$ cat src/source/microrocPkg.sv
package microrocPkg;

   ////////////////////////////////////////////////////////////////////////////
   // Sizes
   ////////////////////////////////////////////////////////////////////////////
   localparam int ScLength   = 46;                        // Slow-control bits per load
   localparam int ScCntW     = $clog2(ScLength);          // Bit counter width
   localparam int MaxHits    = 7;                         // Largest header hit count
   localparam int HitCntW    = $clog2(MaxHits + 1);       // Remaining-hits counter width
   localparam int WordBits   = 16;                        // Readout word length
   localparam int BitCntW    = $clog2(WordBits);          // Serial bit counter width
   localparam int BufDepth   = 8;                         // Output buffer entries
   localparam int PtrW       = $clog2(BufDepth);          // Buffer pointer width
   localparam int OutCredits = 4;                         // Credits held after reset
   localparam int CreditW    = $clog2(OutCredits + 1);    // Credit counter width

   ////////////////////////////////////////////////////////////////////////////
   // Slow-control word, first field leaves first
   ////////////////////////////////////////////////////////////////////////////
   typedef struct packed {
      logic [7:0] chipHeader;                             // Chip ID
      logic [9:0] dac2Vth;                                // Threshold DAC 2
      logic [9:0] dac1Vth;                                // Threshold DAC 1
      logic [9:0] dac0Vth;                                // Threshold DAC 0
      logic [7:0] enables;                                // Block enables
   } scConfig_t;

   ////////////////////////////////////////////////////////////////////////////
   // Readout word views
   ////////////////////////////////////////////////////////////////////////////
   typedef struct packed {
      logic [7:0] chipHeader;                             // Chip ID echoed in frame
      logic [4:0] reserved;                               // Unused bits
      logic [2:0] hitCount;                               // Hits following this header
   } readoutHeader_t;

   typedef struct packed {
      logic [5:0] channel;                                // Hit channel
      logic [1:0] discri;                                 // Discriminator pattern
      logic [7:0] bcidLow;                                // Low BCID byte
   } readoutHit_t;

   typedef union packed {
      readoutHeader_t        header;                      // First word of a frame
      readoutHit_t           hit;                         // Following words
      logic [WordBits-1:0]   raw;                         // Shift register view
   } readoutWord_u;

   // Word as carried to the output port
   typedef struct packed {
      readoutWord_u data;                                 // Payload
      logic         isHeader;                             // Set on frame header
      logic         last;                                 // Set on final frame word
   } outWord_t;

endpackage
$ cat src/source/microrocTop.sv
`timescale 1ns/100ps

module microrocTop import microrocPkg::*; (
   input  logic        Clk,
   input  logic        rstN,
   input  scConfig_t   scConfig,                          // Slow-control word
   input  logic        startLoad,
   input  logic        acqStart,
   input  logic [15:0] acqTime,
   input  logic        chipSatB,                          // Chip pin
   input  logic        endReadout,                        // Chip pin
   input  logic        doutB,                             // Chip pin
   input  logic        transmitOnB,                       // Chip pin
   input  logic        creditReturn,                      // From downstream
   output logic        srRstB,                            // Chip pin
   output logic        srCk,                              // Chip pin
   output logic        srIn,                              // Chip pin
   output logic        configDone,
   output logic        pwrOn,                             // Chip pin
   output logic        startAcq,                          // Chip pin
   output logic        startReadout,                      // Chip pin
   output logic        acqDone,
   output outWord_t    outWord,                           // To downstream
   output logic        outValid,
   output logic        overflow
);

   outWord_t rdWord;                                      // Deserialized word
   logic     rdWordValid;

   ////////////////////////////////////////////////////////////////////////////
   // Input side
   ////////////////////////////////////////////////////////////////////////////
   slowControlLoader slowControlLoader_inst (
      .Clk(Clk), .rstN(rstN), .scConfig(scConfig), .startLoad(startLoad),
      .srRstB(srRstB), .srCk(srCk), .srIn(srIn), .configDone(configDone)
   );

   daqSequencer daqSequencer_inst (
      .Clk(Clk), .rstN(rstN), .acqStart(acqStart), .acqTime(acqTime),
      .chipSatB(chipSatB), .endReadout(endReadout), .pwrOn(pwrOn),
      .startAcq(startAcq), .startReadout(startReadout), .acqDone(acqDone)
   );

   ////////////////////////////////////////////////////////////////////////////
   // Readout and output side
   ////////////////////////////////////////////////////////////////////////////
   ramReadout ramReadout_inst (
      .Clk(Clk), .rstN(rstN), .doutB(doutB), .transmitOnB(transmitOnB),
      .word(rdWord), .wordValid(rdWordValid)
   );

   creditSender creditSender_inst (
      .Clk(Clk), .rstN(rstN), .word(rdWord), .wordValid(rdWordValid),
      .creditReturn(creditReturn), .startLoad(startLoad), .acqStart(acqStart),
      .outWord(outWord), .outValid(outValid), .overflow(overflow)
   );

endmodule

$ cat src/source/creditSender.sv
`timescale 1ns/100ps

module creditSender import microrocPkg::*; (
   input  logic     Clk,
   input  logic     rstN,
   input  outWord_t word,                                 // Word from readout
   input  logic     wordValid,
   input  logic     creditReturn,                         // One credit back
   input  logic     startLoad,                            // Clears overflow
   input  logic     acqStart,                             // Clears overflow
   output outWord_t outWord,
   output logic     outValid,
   output logic     overflow                              // Sticky drop flag
);

   outWord_t           fifoMem [BufDepth];                // Circular buffer
   logic [PtrW-1:0]    wrPtr;
   logic [PtrW-1:0]    rdPtr;
   logic [PtrW:0]      count;                             // Entries held
   logic [CreditW-1:0] credits;                           // Credits on hand
   logic [CreditW-1:0] creditNext;                        // After this cycle
   logic               canSend;
   logic               pop;                               // Send from buffer
   logic               bypass;                            // Send input directly
   logic               push;                              // Store input
   logic               drop;                              // Input lost

   ////////////////////////////////////////////////////////////////////////////
   // Send decision
   ////////////////////////////////////////////////////////////////////////////
   always_comb begin
      creditNext = credits + CreditW'(creditReturn) - CreditW'(outValid);  // Send spends 1
      canSend    = (creditNext != '0);
      pop        = canSend && (count != '0);              // Oldest word first
      bypass     = canSend && (count == '0) && wordValid;
      push       = wordValid && !bypass && ((count != (PtrW + 1)'(BufDepth)) || pop);
      drop       = wordValid && !bypass && !push;         // Buffer full
   end

   always_ff @(posedge Clk or negedge rstN) begin
      if (!rstN) begin
         wrPtr    <= '0;
         rdPtr    <= '0;
         count    <= '0;
         credits  <= CreditW'(OutCredits);
         outValid <= 1'b0;
         overflow <= 1'b0;
      end else begin
         credits  <= creditNext;
         outValid <= pop || bypass;
         count    <= count + (PtrW + 1)'(push) - (PtrW + 1)'(pop);
         if (push) begin
            wrPtr <= wrPtr + 1'b1;
         end
         if (pop) begin
            rdPtr <= rdPtr + 1'b1;
         end
         if (startLoad || acqStart) begin
            overflow <= 1'b0;                             // New run
         end
         if (drop) begin
            overflow <= 1'b1;
         end
      end
   end

   // Buffer storage and output payload
   always_ff @(posedge Clk) begin
      if (push) begin
         fifoMem[wrPtr] <= word;
      end
      if (pop) begin
         outWord <= fifoMem[rdPtr];
      end else if (bypass) begin
         outWord <= word;
      end
   end

   // Downstream never sees a word without a credit behind it
   assert property (@(posedge Clk) disable iff (!rstN) outValid |-> credits != '0);
   // Downstream never returns more than it was given
   assert property (@(posedge Clk) disable iff (!rstN) credits <= CreditW'(OutCredits));

endmodule

$ cat src/source/ramReadout.sv
`timescale 1ns/100ps

module ramReadout import microrocPkg::*; (
   input  logic     Clk,
   input  logic     rstN,
   input  logic     doutB,                                // Serial data, active low
   input  logic     transmitOnB,                          // Data valid, active low
   output outWord_t word,                                 // Decoded word
   output logic     wordValid                             // One-cycle word strobe
);

   logic [WordBits-2:0] shiftReg;                         // First 15 bits of a word
   logic [BitCntW-1:0]  bitCnt;                           // Bit position in word
   logic                expectHeader;                     // Next word opens a frame
   logic [HitCntW-1:0]  hitsLeft;                         // Hits still due in frame
   logic                wordDone;                         // 16th bit on the pin
   readoutWord_u        nextWord;                         // Word including current bit

   always_comb begin
      nextWord.raw = {shiftReg, ~doutB};                  // Invert pin polarity
   end

   assign wordDone = !transmitOnB && (bitCnt == BitCntW'(WordBits - 1));

   ////////////////////////////////////////////////////////////////////////////
   // Bit counting and frame parsing
   ////////////////////////////////////////////////////////////////////////////
   always_ff @(posedge Clk or negedge rstN) begin
      if (!rstN) begin
         bitCnt       <= '0;
         expectHeader <= 1'b1;
         hitsLeft     <= '0;
         wordValid    <= 1'b0;
      end else if (transmitOnB) begin
         bitCnt    <= '0;
         wordValid <= 1'b0;
         if (bitCnt != '0) begin
            expectHeader <= 1'b1;                         // Partial word dropped
         end
      end else begin
         bitCnt    <= bitCnt + 1'b1;                      // Wraps every 16 bits
         wordValid <= wordDone;
         if (wordDone) begin
            if (expectHeader) begin
               hitsLeft     <= nextWord.header.hitCount;
               expectHeader <= (nextWord.header.hitCount == '0);   // Empty frame
            end else begin
               hitsLeft     <= hitsLeft - 1'b1;
               expectHeader <= (hitsLeft == HitCntW'(1));
            end
         end
      end
   end

   // Shift register and output word
   always_ff @(posedge Clk) begin
      if (!transmitOnB) begin
         shiftReg <= nextWord.raw[WordBits-2:0];          // Keep newest 15 bits
      end
      if (wordDone) begin
         word.data     <= nextWord;
         word.isHeader <= expectHeader;
         word.last     <= expectHeader ? (nextWord.header.hitCount == '0)
                                       : (hitsLeft == HitCntW'(1));
      end
   end

   // A frame in progress always has hits still due
   assert property (@(posedge Clk) disable iff (!rstN) !expectHeader |-> hitsLeft != '0);

endmodule

$ cat src/source/daqSequencer.sv
`timescale 1ns/100ps

module daqSequencer (
   input  logic        Clk,
   input  logic        rstN,
   input  logic        acqStart,                          // One-cycle start pulse
   input  logic [15:0] acqTime,                           // Window length in cycles
   input  logic        chipSatB,                          // Chip memory full, active low
   input  logic        endReadout,                        // Chip finished readout
   output logic        pwrOn,                             // Power pulsing
   output logic        startAcq,                          // Acquisition window
   output logic        startReadout,                      // Readout request pulse
   output logic        acqDone                            // Cycle finished pulse
);

   typedef enum logic [2:0] {
      Idle,                                               // Waiting for acqStart
      PowerUp,                                            // Power settling cycle
      Acquire,                                            // Window open
      ReadReq,                                            // Readout request issued
      WaitEnd                                             // Waiting for chip
   } daqState_t;

   daqState_t   state;
   logic [15:0] winCnt;                                   // Window cycles left

   ////////////////////////////////////////////////////////////////////////////
   // Sequencer FSM, all outputs registered
   ////////////////////////////////////////////////////////////////////////////
   always_ff @(posedge Clk or negedge rstN) begin
      if (!rstN) begin
         state        <= Idle;
         winCnt       <= '0;
         pwrOn        <= 1'b0;
         startAcq     <= 1'b0;
         startReadout <= 1'b0;
         acqDone      <= 1'b0;
      end else begin
         acqDone <= 1'b0;                                 // Pulse by default
         case (state)
            Idle: begin
               if (acqStart) begin
                  pwrOn <= 1'b1;                          // 1 cycle after start
                  state <= PowerUp;
               end
            end
            PowerUp: begin
               startAcq <= 1'b1;                          // 2 cycles after start
               winCnt   <= acqTime;
               state    <= Acquire;
            end
            Acquire: begin
               if (winCnt <= 16'd1 || !chipSatB) begin
                  startAcq     <= 1'b0;                   // Window over or chip full
                  startReadout <= 1'b1;
                  state        <= ReadReq;
               end else begin
                  winCnt <= winCnt - 16'd1;
               end
            end
            ReadReq: begin
               startReadout <= 1'b0;                      // Single cycle request
               state        <= WaitEnd;
            end
            WaitEnd: begin
               if (endReadout) begin
                  pwrOn   <= 1'b0;
                  acqDone <= 1'b1;                        // Same cycle as power off
                  state   <= Idle;
               end
            end
            default: state <= Idle;
         endcase
      end
   end

   // Readout request only after the window has closed
   assert property (@(posedge Clk) disable iff (!rstN) !(startReadout && startAcq));

endmodule

$ cat src/source/slowControlLoader.sv
`timescale 1ns/100ps

module slowControlLoader import microrocPkg::*; (
   input  logic      Clk,
   input  logic      rstN,
   input  scConfig_t scConfig,                            // Word to load
   input  logic      startLoad,                           // One-cycle start pulse
   output logic      srRstB,                              // Register reset, active low
   output logic      srCk,                                // Register clock
   output logic      srIn,                                // Register serial data
   output logic      configDone                           // Load complete
);

   logic [ScLength-1:0] shiftReg;                         // Bits still to send
   logic [ScCntW-1:0]   bitCnt;                           // Bits already sent
   logic                busy;                             // Load in progress
   logic                rstPhase;                         // srRstB low window
   logic                rstCnt;                           // Cycle within reset window
   logic                phase;                            // 0 clock low, 1 clock high

   assign srIn = shiftReg[ScLength-1];                    // MSB drives the pin

   always_ff @(posedge Clk or negedge rstN) begin
      if (!rstN) begin
         shiftReg   <= '0;
         bitCnt     <= '0;
         busy       <= 1'b0;
         rstPhase   <= 1'b0;
         rstCnt     <= 1'b0;
         phase      <= 1'b0;
         srRstB     <= 1'b1;
         srCk       <= 1'b0;
         configDone <= 1'b0;
      end else if (startLoad && !busy) begin
         shiftReg   <= scConfig;                          // Capture config
         bitCnt     <= '0;
         busy       <= 1'b1;
         rstPhase   <= 1'b1;
         rstCnt     <= 1'b0;
         phase      <= 1'b0;
         srRstB     <= 1'b0;                              // Reset chip register
         srCk       <= 1'b0;
         configDone <= 1'b0;
      end else if (busy) begin
         if (rstPhase) begin
            if (rstCnt) begin
               rstPhase <= 1'b0;
               srRstB   <= 1'b1;                          // Release after 2 cycles
            end else begin
               rstCnt <= 1'b1;
            end
         end else if (!phase) begin
            srCk  <= 1'b1;                                // Data stable, clock high
            phase <= 1'b1;
         end else begin
            srCk     <= 1'b0;
            phase    <= 1'b0;
            shiftReg <= {shiftReg[ScLength-2:0], 1'b0};   // Next bit while clock low
            if (bitCnt == ScCntW'(ScLength - 1)) begin
               busy       <= 1'b0;
               configDone <= 1'b1;                        // After last high phase
            end else begin
               bitCnt <= bitCnt + 1'b1;
            end
         end
      end
   end

   // Clock edges only come from a running load past its reset window
   assert property (@(posedge Clk) disable iff (!rstN) $rose(srCk) |-> busy && srRstB);

endmodule

$ cat config.mk
export PLATFORM = sky130hd
export DESIGN_NAME = microrocTop
export DESIGN_NICKNAME = d
export VERILOG_FILES = /design/src/source/microrocPkg.sv /design/src/source/microrocTop.sv /design/src/source/creditSender.sv /design/src/source/ramReadout.sv /design/src/source/daqSequencer.sv /design/src/source/slowControlLoader.sv
export SDC_FILE = /design/constraint.sdc
export NUM_CORES = 1
export LEC_CHECK = 0
export BUFFER_PORTS_ARGS = -buffer_cell sky130_fd_sc_hd__buf_2
export CORE_AREA = 2 2 191 193
export DETAILED_ROUTE_END_ITERATION = 16
export DIE_AREA = 0 0 193 195
export PLACE_DENSITY = 0.63
export SLEW_MARGIN = 20
export SYNTH_ARGS = -nofsm -noshare
export SYNTH_HDL_FRONTEND = slang
export SYNTH_SLANG_ARGS = --single-unit
$ cat constraint.sdc
create_clock -name Clk -period 5.1 [get_ports Clk]
set_input_delay 0.765 -clock Clk [delete_from_list [all_inputs] [get_ports Clk]]
set_output_delay 0.765 -clock Clk [all_outputs]
set_load 0.05 [all_outputs]
==> impl_metrics.toml <==
[worst_hold_path]
hold_class = "input pin to asynchronous set/reset pin"

[placement]
gp_congestion = 0.781
post-dp-hpwl_um = 14900
port_buffers = 98

[synthesis]
synth-xor-area-share_pct = 1.18
synth_edf_count = 195
syn-num-nets = 929
synth_flop_cell = "edfxtp_1"
synth.most_common_cell = "edfxtp_1"
synthCells = 838
synthArstFlopShare_pct = 35.0
synth-seq-cells = 300
yosys.area.top_type = "edfxtp_1"
synth.area.mux_share_pct = 12.0
synth_top_area_share_pct = 47.5
synth_commonest_cells = "edfxtp_1 (195), dfrtp_1 (102), o21ai_0 (74)"
yosys_warnings = 0
synthDistinctLibCells = 51
syn-cell-area_mm2 = 0.0123
synth_seq_area_share_pct = 68.8
synth_top_family_by_area = "multiplexers"
synth_compound_area_share_pct = 7.15
synthAdderAreaFrac_pct = 2.15
ys_top_cells_by_area = "edfxtp_1 (47%), dfrtp_1 (21%), mux4_2 (6.6%), mux2i_1 (5.1%), o21ai_0 (3.0%)"
syn_avg_cell_area_um2 = 14.7
yosys.area_share.simple_pct = 6.62

[cells_and_area]
n_antenna_cell = 0
final_layout_size_suffix_gt1_share_pct = 22.0
syn2layout_area_growth_pct = 17.1
fin_nets = 1038

[sta]
slew_viol_final = 0
slew_headroom_pct = 31.5
hold_viol = 0
post-route-min-period_ns = 3.75
rsz0062_at_grt = "false"
skew_ns = 0.0283
setup_viol = 0
finalCritPeriodShare_pct = 73.5
holdWs_ns = 0.299
finalSetupTns_ns = 0
max_freq_mhz = 267
worstMarginPinSlew_ns = 1.03

[clock_tree]
clk_latency_ns = 0.52
clkSinkCount = 300
cts_tree = "built"
cts_setup_buffers = 0
cts_buffers = 34
cts_resized = 0
cts_hold_buf = 0
path_clk_slew_ns = 0.06
clock-root-buffer = "clkbuf_16"
cts_buffer_depth = 3
cts_htree_levels = 2

[route]
final_antenna_net_count = 0
first_pass_iters = 5
vias_per_cell = 4.87
drt_wl_total_um = 23300
drt_iter0_drc = 437
vias = 6971
wl_per_cell_um = 16.3
drc_errors = 0

[setup_path]
criticalPathCategory = "register to register"
critical_path_required_ns = 5.50
path_delay_family = "adder cells"
path_cells = "ha_1 > inv_1 > ha_1 > fa_1 > xnor3_1 > or3_1 > and2_1 > buf_4 > ha_1 > inv_1 > ha_1 > inv_1 > fa_1 > xnor2_1"
cpPeakStageDelay_ns = 0.40
cp_max_fo = 40
critPathBufInv = 4
crit_arrival_ns = 4.15
crit_path_top_delay_cell = "fa_1"
cp-start-kind = "register"
crit_top_cell = "ha_1"
end_kind = "register"

[floorplan]
io_pins = 99
dieArea_mm2 = 0.0376
initial_utilization_pct = 34.9
rows = 69
die_h_um = 195
design.core.area_mm2 = 0.0354
die_x_um = 193

[global_route]
grt_overflow_total = 0
grt_pass1_wl_um = 38300
grt_pass1_vias = 7215
grt_max_degree = 100
grt.total_usage_pct = 12.8
antenna_found_initial = 1

[power]
clkPwrFrac_pct = 27.7
irDropWorstVdd_mv = 0.278
power_frac_seq_pct = 41.4
p_leak_uw = 0.00549
switchingPower_uw = 2880
p_int_uw = 5540
pwr-share-comb_pct = 30.9
pwr_density_cell_mw_per_mm2 = 582
switching_share_pct = 34.2

[outcome]
status = "completed"

[flow_run]
cap_violations = 0
## cell usage in the layout (no fill, tap or decap), types with 3 or more instances in the layout
cell type,n
or2_2,3
o21ai_0,74
nand3b_1,3
edfxtp_1,195
nand2_1,66
buf_2,97
xnor2_1,6
ha_1,18
nor4_1,5
clkbuf_1,8
o22ai_1,4
nand2b_1,8
xor2_1,8
dfstp_2,3
nor2_1,55
mux4_2,36
o22a_1,3
nand3_1,5
clkbuf_16,34
inv_1,28
dfrtp_1,100
or3_1,6
clkinv_1,7
mux2i_1,63
nor3_1,9
clkinv_2,3
and3_1,3
o21a_1,6
a21oi_1,47
buf_4,15
a211oi_1,3
nand4_1,6
## final timing paths
kind	from	slack, ns	end	cells after the start
min in group Clk	ramReadout_inst.shiftReg[13]$_DFFE_PN_	0.43	ramReadout_inst.shiftReg[14]$_DFFE_PN_	0
max in group asynchronous	rstN	3.54	creditSender_inst.rdPtr[0]$_DFFE_PN0N_	2
max	creditSender_inst.outValid$_DFF_PN0_	1.35	creditSender_inst.count[2]$_DFF_PN0_	14
min	rstN	0.30	daqSequencer_inst.winCnt[1]$_DFFE_PN0P_	1
max reg2reg	creditSender_inst.outValid$_DFF_PN0_	1.35	creditSender_inst.count[2]$_DFF_PN0_	14
min reg2reg	ramReadout_inst.shiftReg[13]$_DFFE_PN_	0.43	ramReadout_inst.shiftReg[14]$_DFFE_PN_	0
## state kept, by name (all words and copies together), names as in the netlist, 3 cells and up
| signal | count |
|---|---|
| creditSender_inst.fifoMem | 144 |
| slowControlLoader_inst.shiftReg | 46 |
| creditSender_inst.outWord | 18 |
| ramReadout_inst.word | 18 |
| daqSequencer_inst.winCnt | 16 |
| ramReadout_inst.shiftReg | 15 |
| slowControlLoader_inst.bitCnt | 6 |
| creditSender_inst.count | 4 |
| ramReadout_inst.bitCnt | 4 |
| creditSender_inst.credits | 3 |
| creditSender_inst.rdPtr | 3 |
| creditSender_inst.wrPtr | 3 |
| daqSequencer_inst.state | 3 |
| ramReadout_inst.hitsLeft | 3 |
## stage by stage
stage	total power, µW	instances	instance area [µm²]	util (%)	worst slack, ns
2_1_floorplan	5560	838	12300	-	0.690
3_3_place_gp	6110	1372	13400	37.8	1.18
3_5_place_dp	6180	1372	13400	37.8	1.14
4_1_cts	8530	1432	14400	40.8	1.30
5_1_grt	8950	1432	14500	40.8	1.12
6_report	8420	1432	14500	40.8	1.35
## area by class of cell
class                           count  area, µm²
Fill cell                        3253      20900
Sequential cell                   300       8490
Multi-Input combinational cell    471       3610
Clock buffer                       43        895
Timing Repair Buffer              112        598
Tap cell                          461        577
Clock inverter                     17        180
Inverter                           28        105
## power groups by stage
| stage | clock [µW] | combinational (µW) | sequential (µW) |
|---|---|---|---|
| after floorplan | 0 | 1810 | 3750 |
| after global placement | 0 | 2580 | 3520 |
| after detailed placement | 0 | 2650 | 3530 |
| after CTS | 2390 | 2660 | 3490 |
| after global routing | 2490 | 2910 | 3560 |
| final | 2330 | 2600 | 3480 |
## kinds of logic (layout without fill, tap and decap cells)
group,after synthesis,in the layout
flops,300,300
simple gates,180,180
buf+inv,67,200
compound gates,154,154
xor+xnor,15,15
mux,102,102
fa+ha+maj,20,20
## per-layer routing
| metal | track usage (%) | share of wire (%) | wire length [µm] | vias to the layer above |
|---|---|---|---|---|
| met5 | 0 | 0.056 | 13 | - |
| met4 | 3.62 | 1.9 | 450 | 2 |
| met3 | 2.79 | 5.9 | 1360 | 37 |
| met2 | 19.4 | 44 | 10300 | 176 |
| met1 | 18.6 | 48 | 11100 | 3409 |
| li1 | - | - | - | 3347 |
No activity file was read; power rests on OpenSTA's default activity.
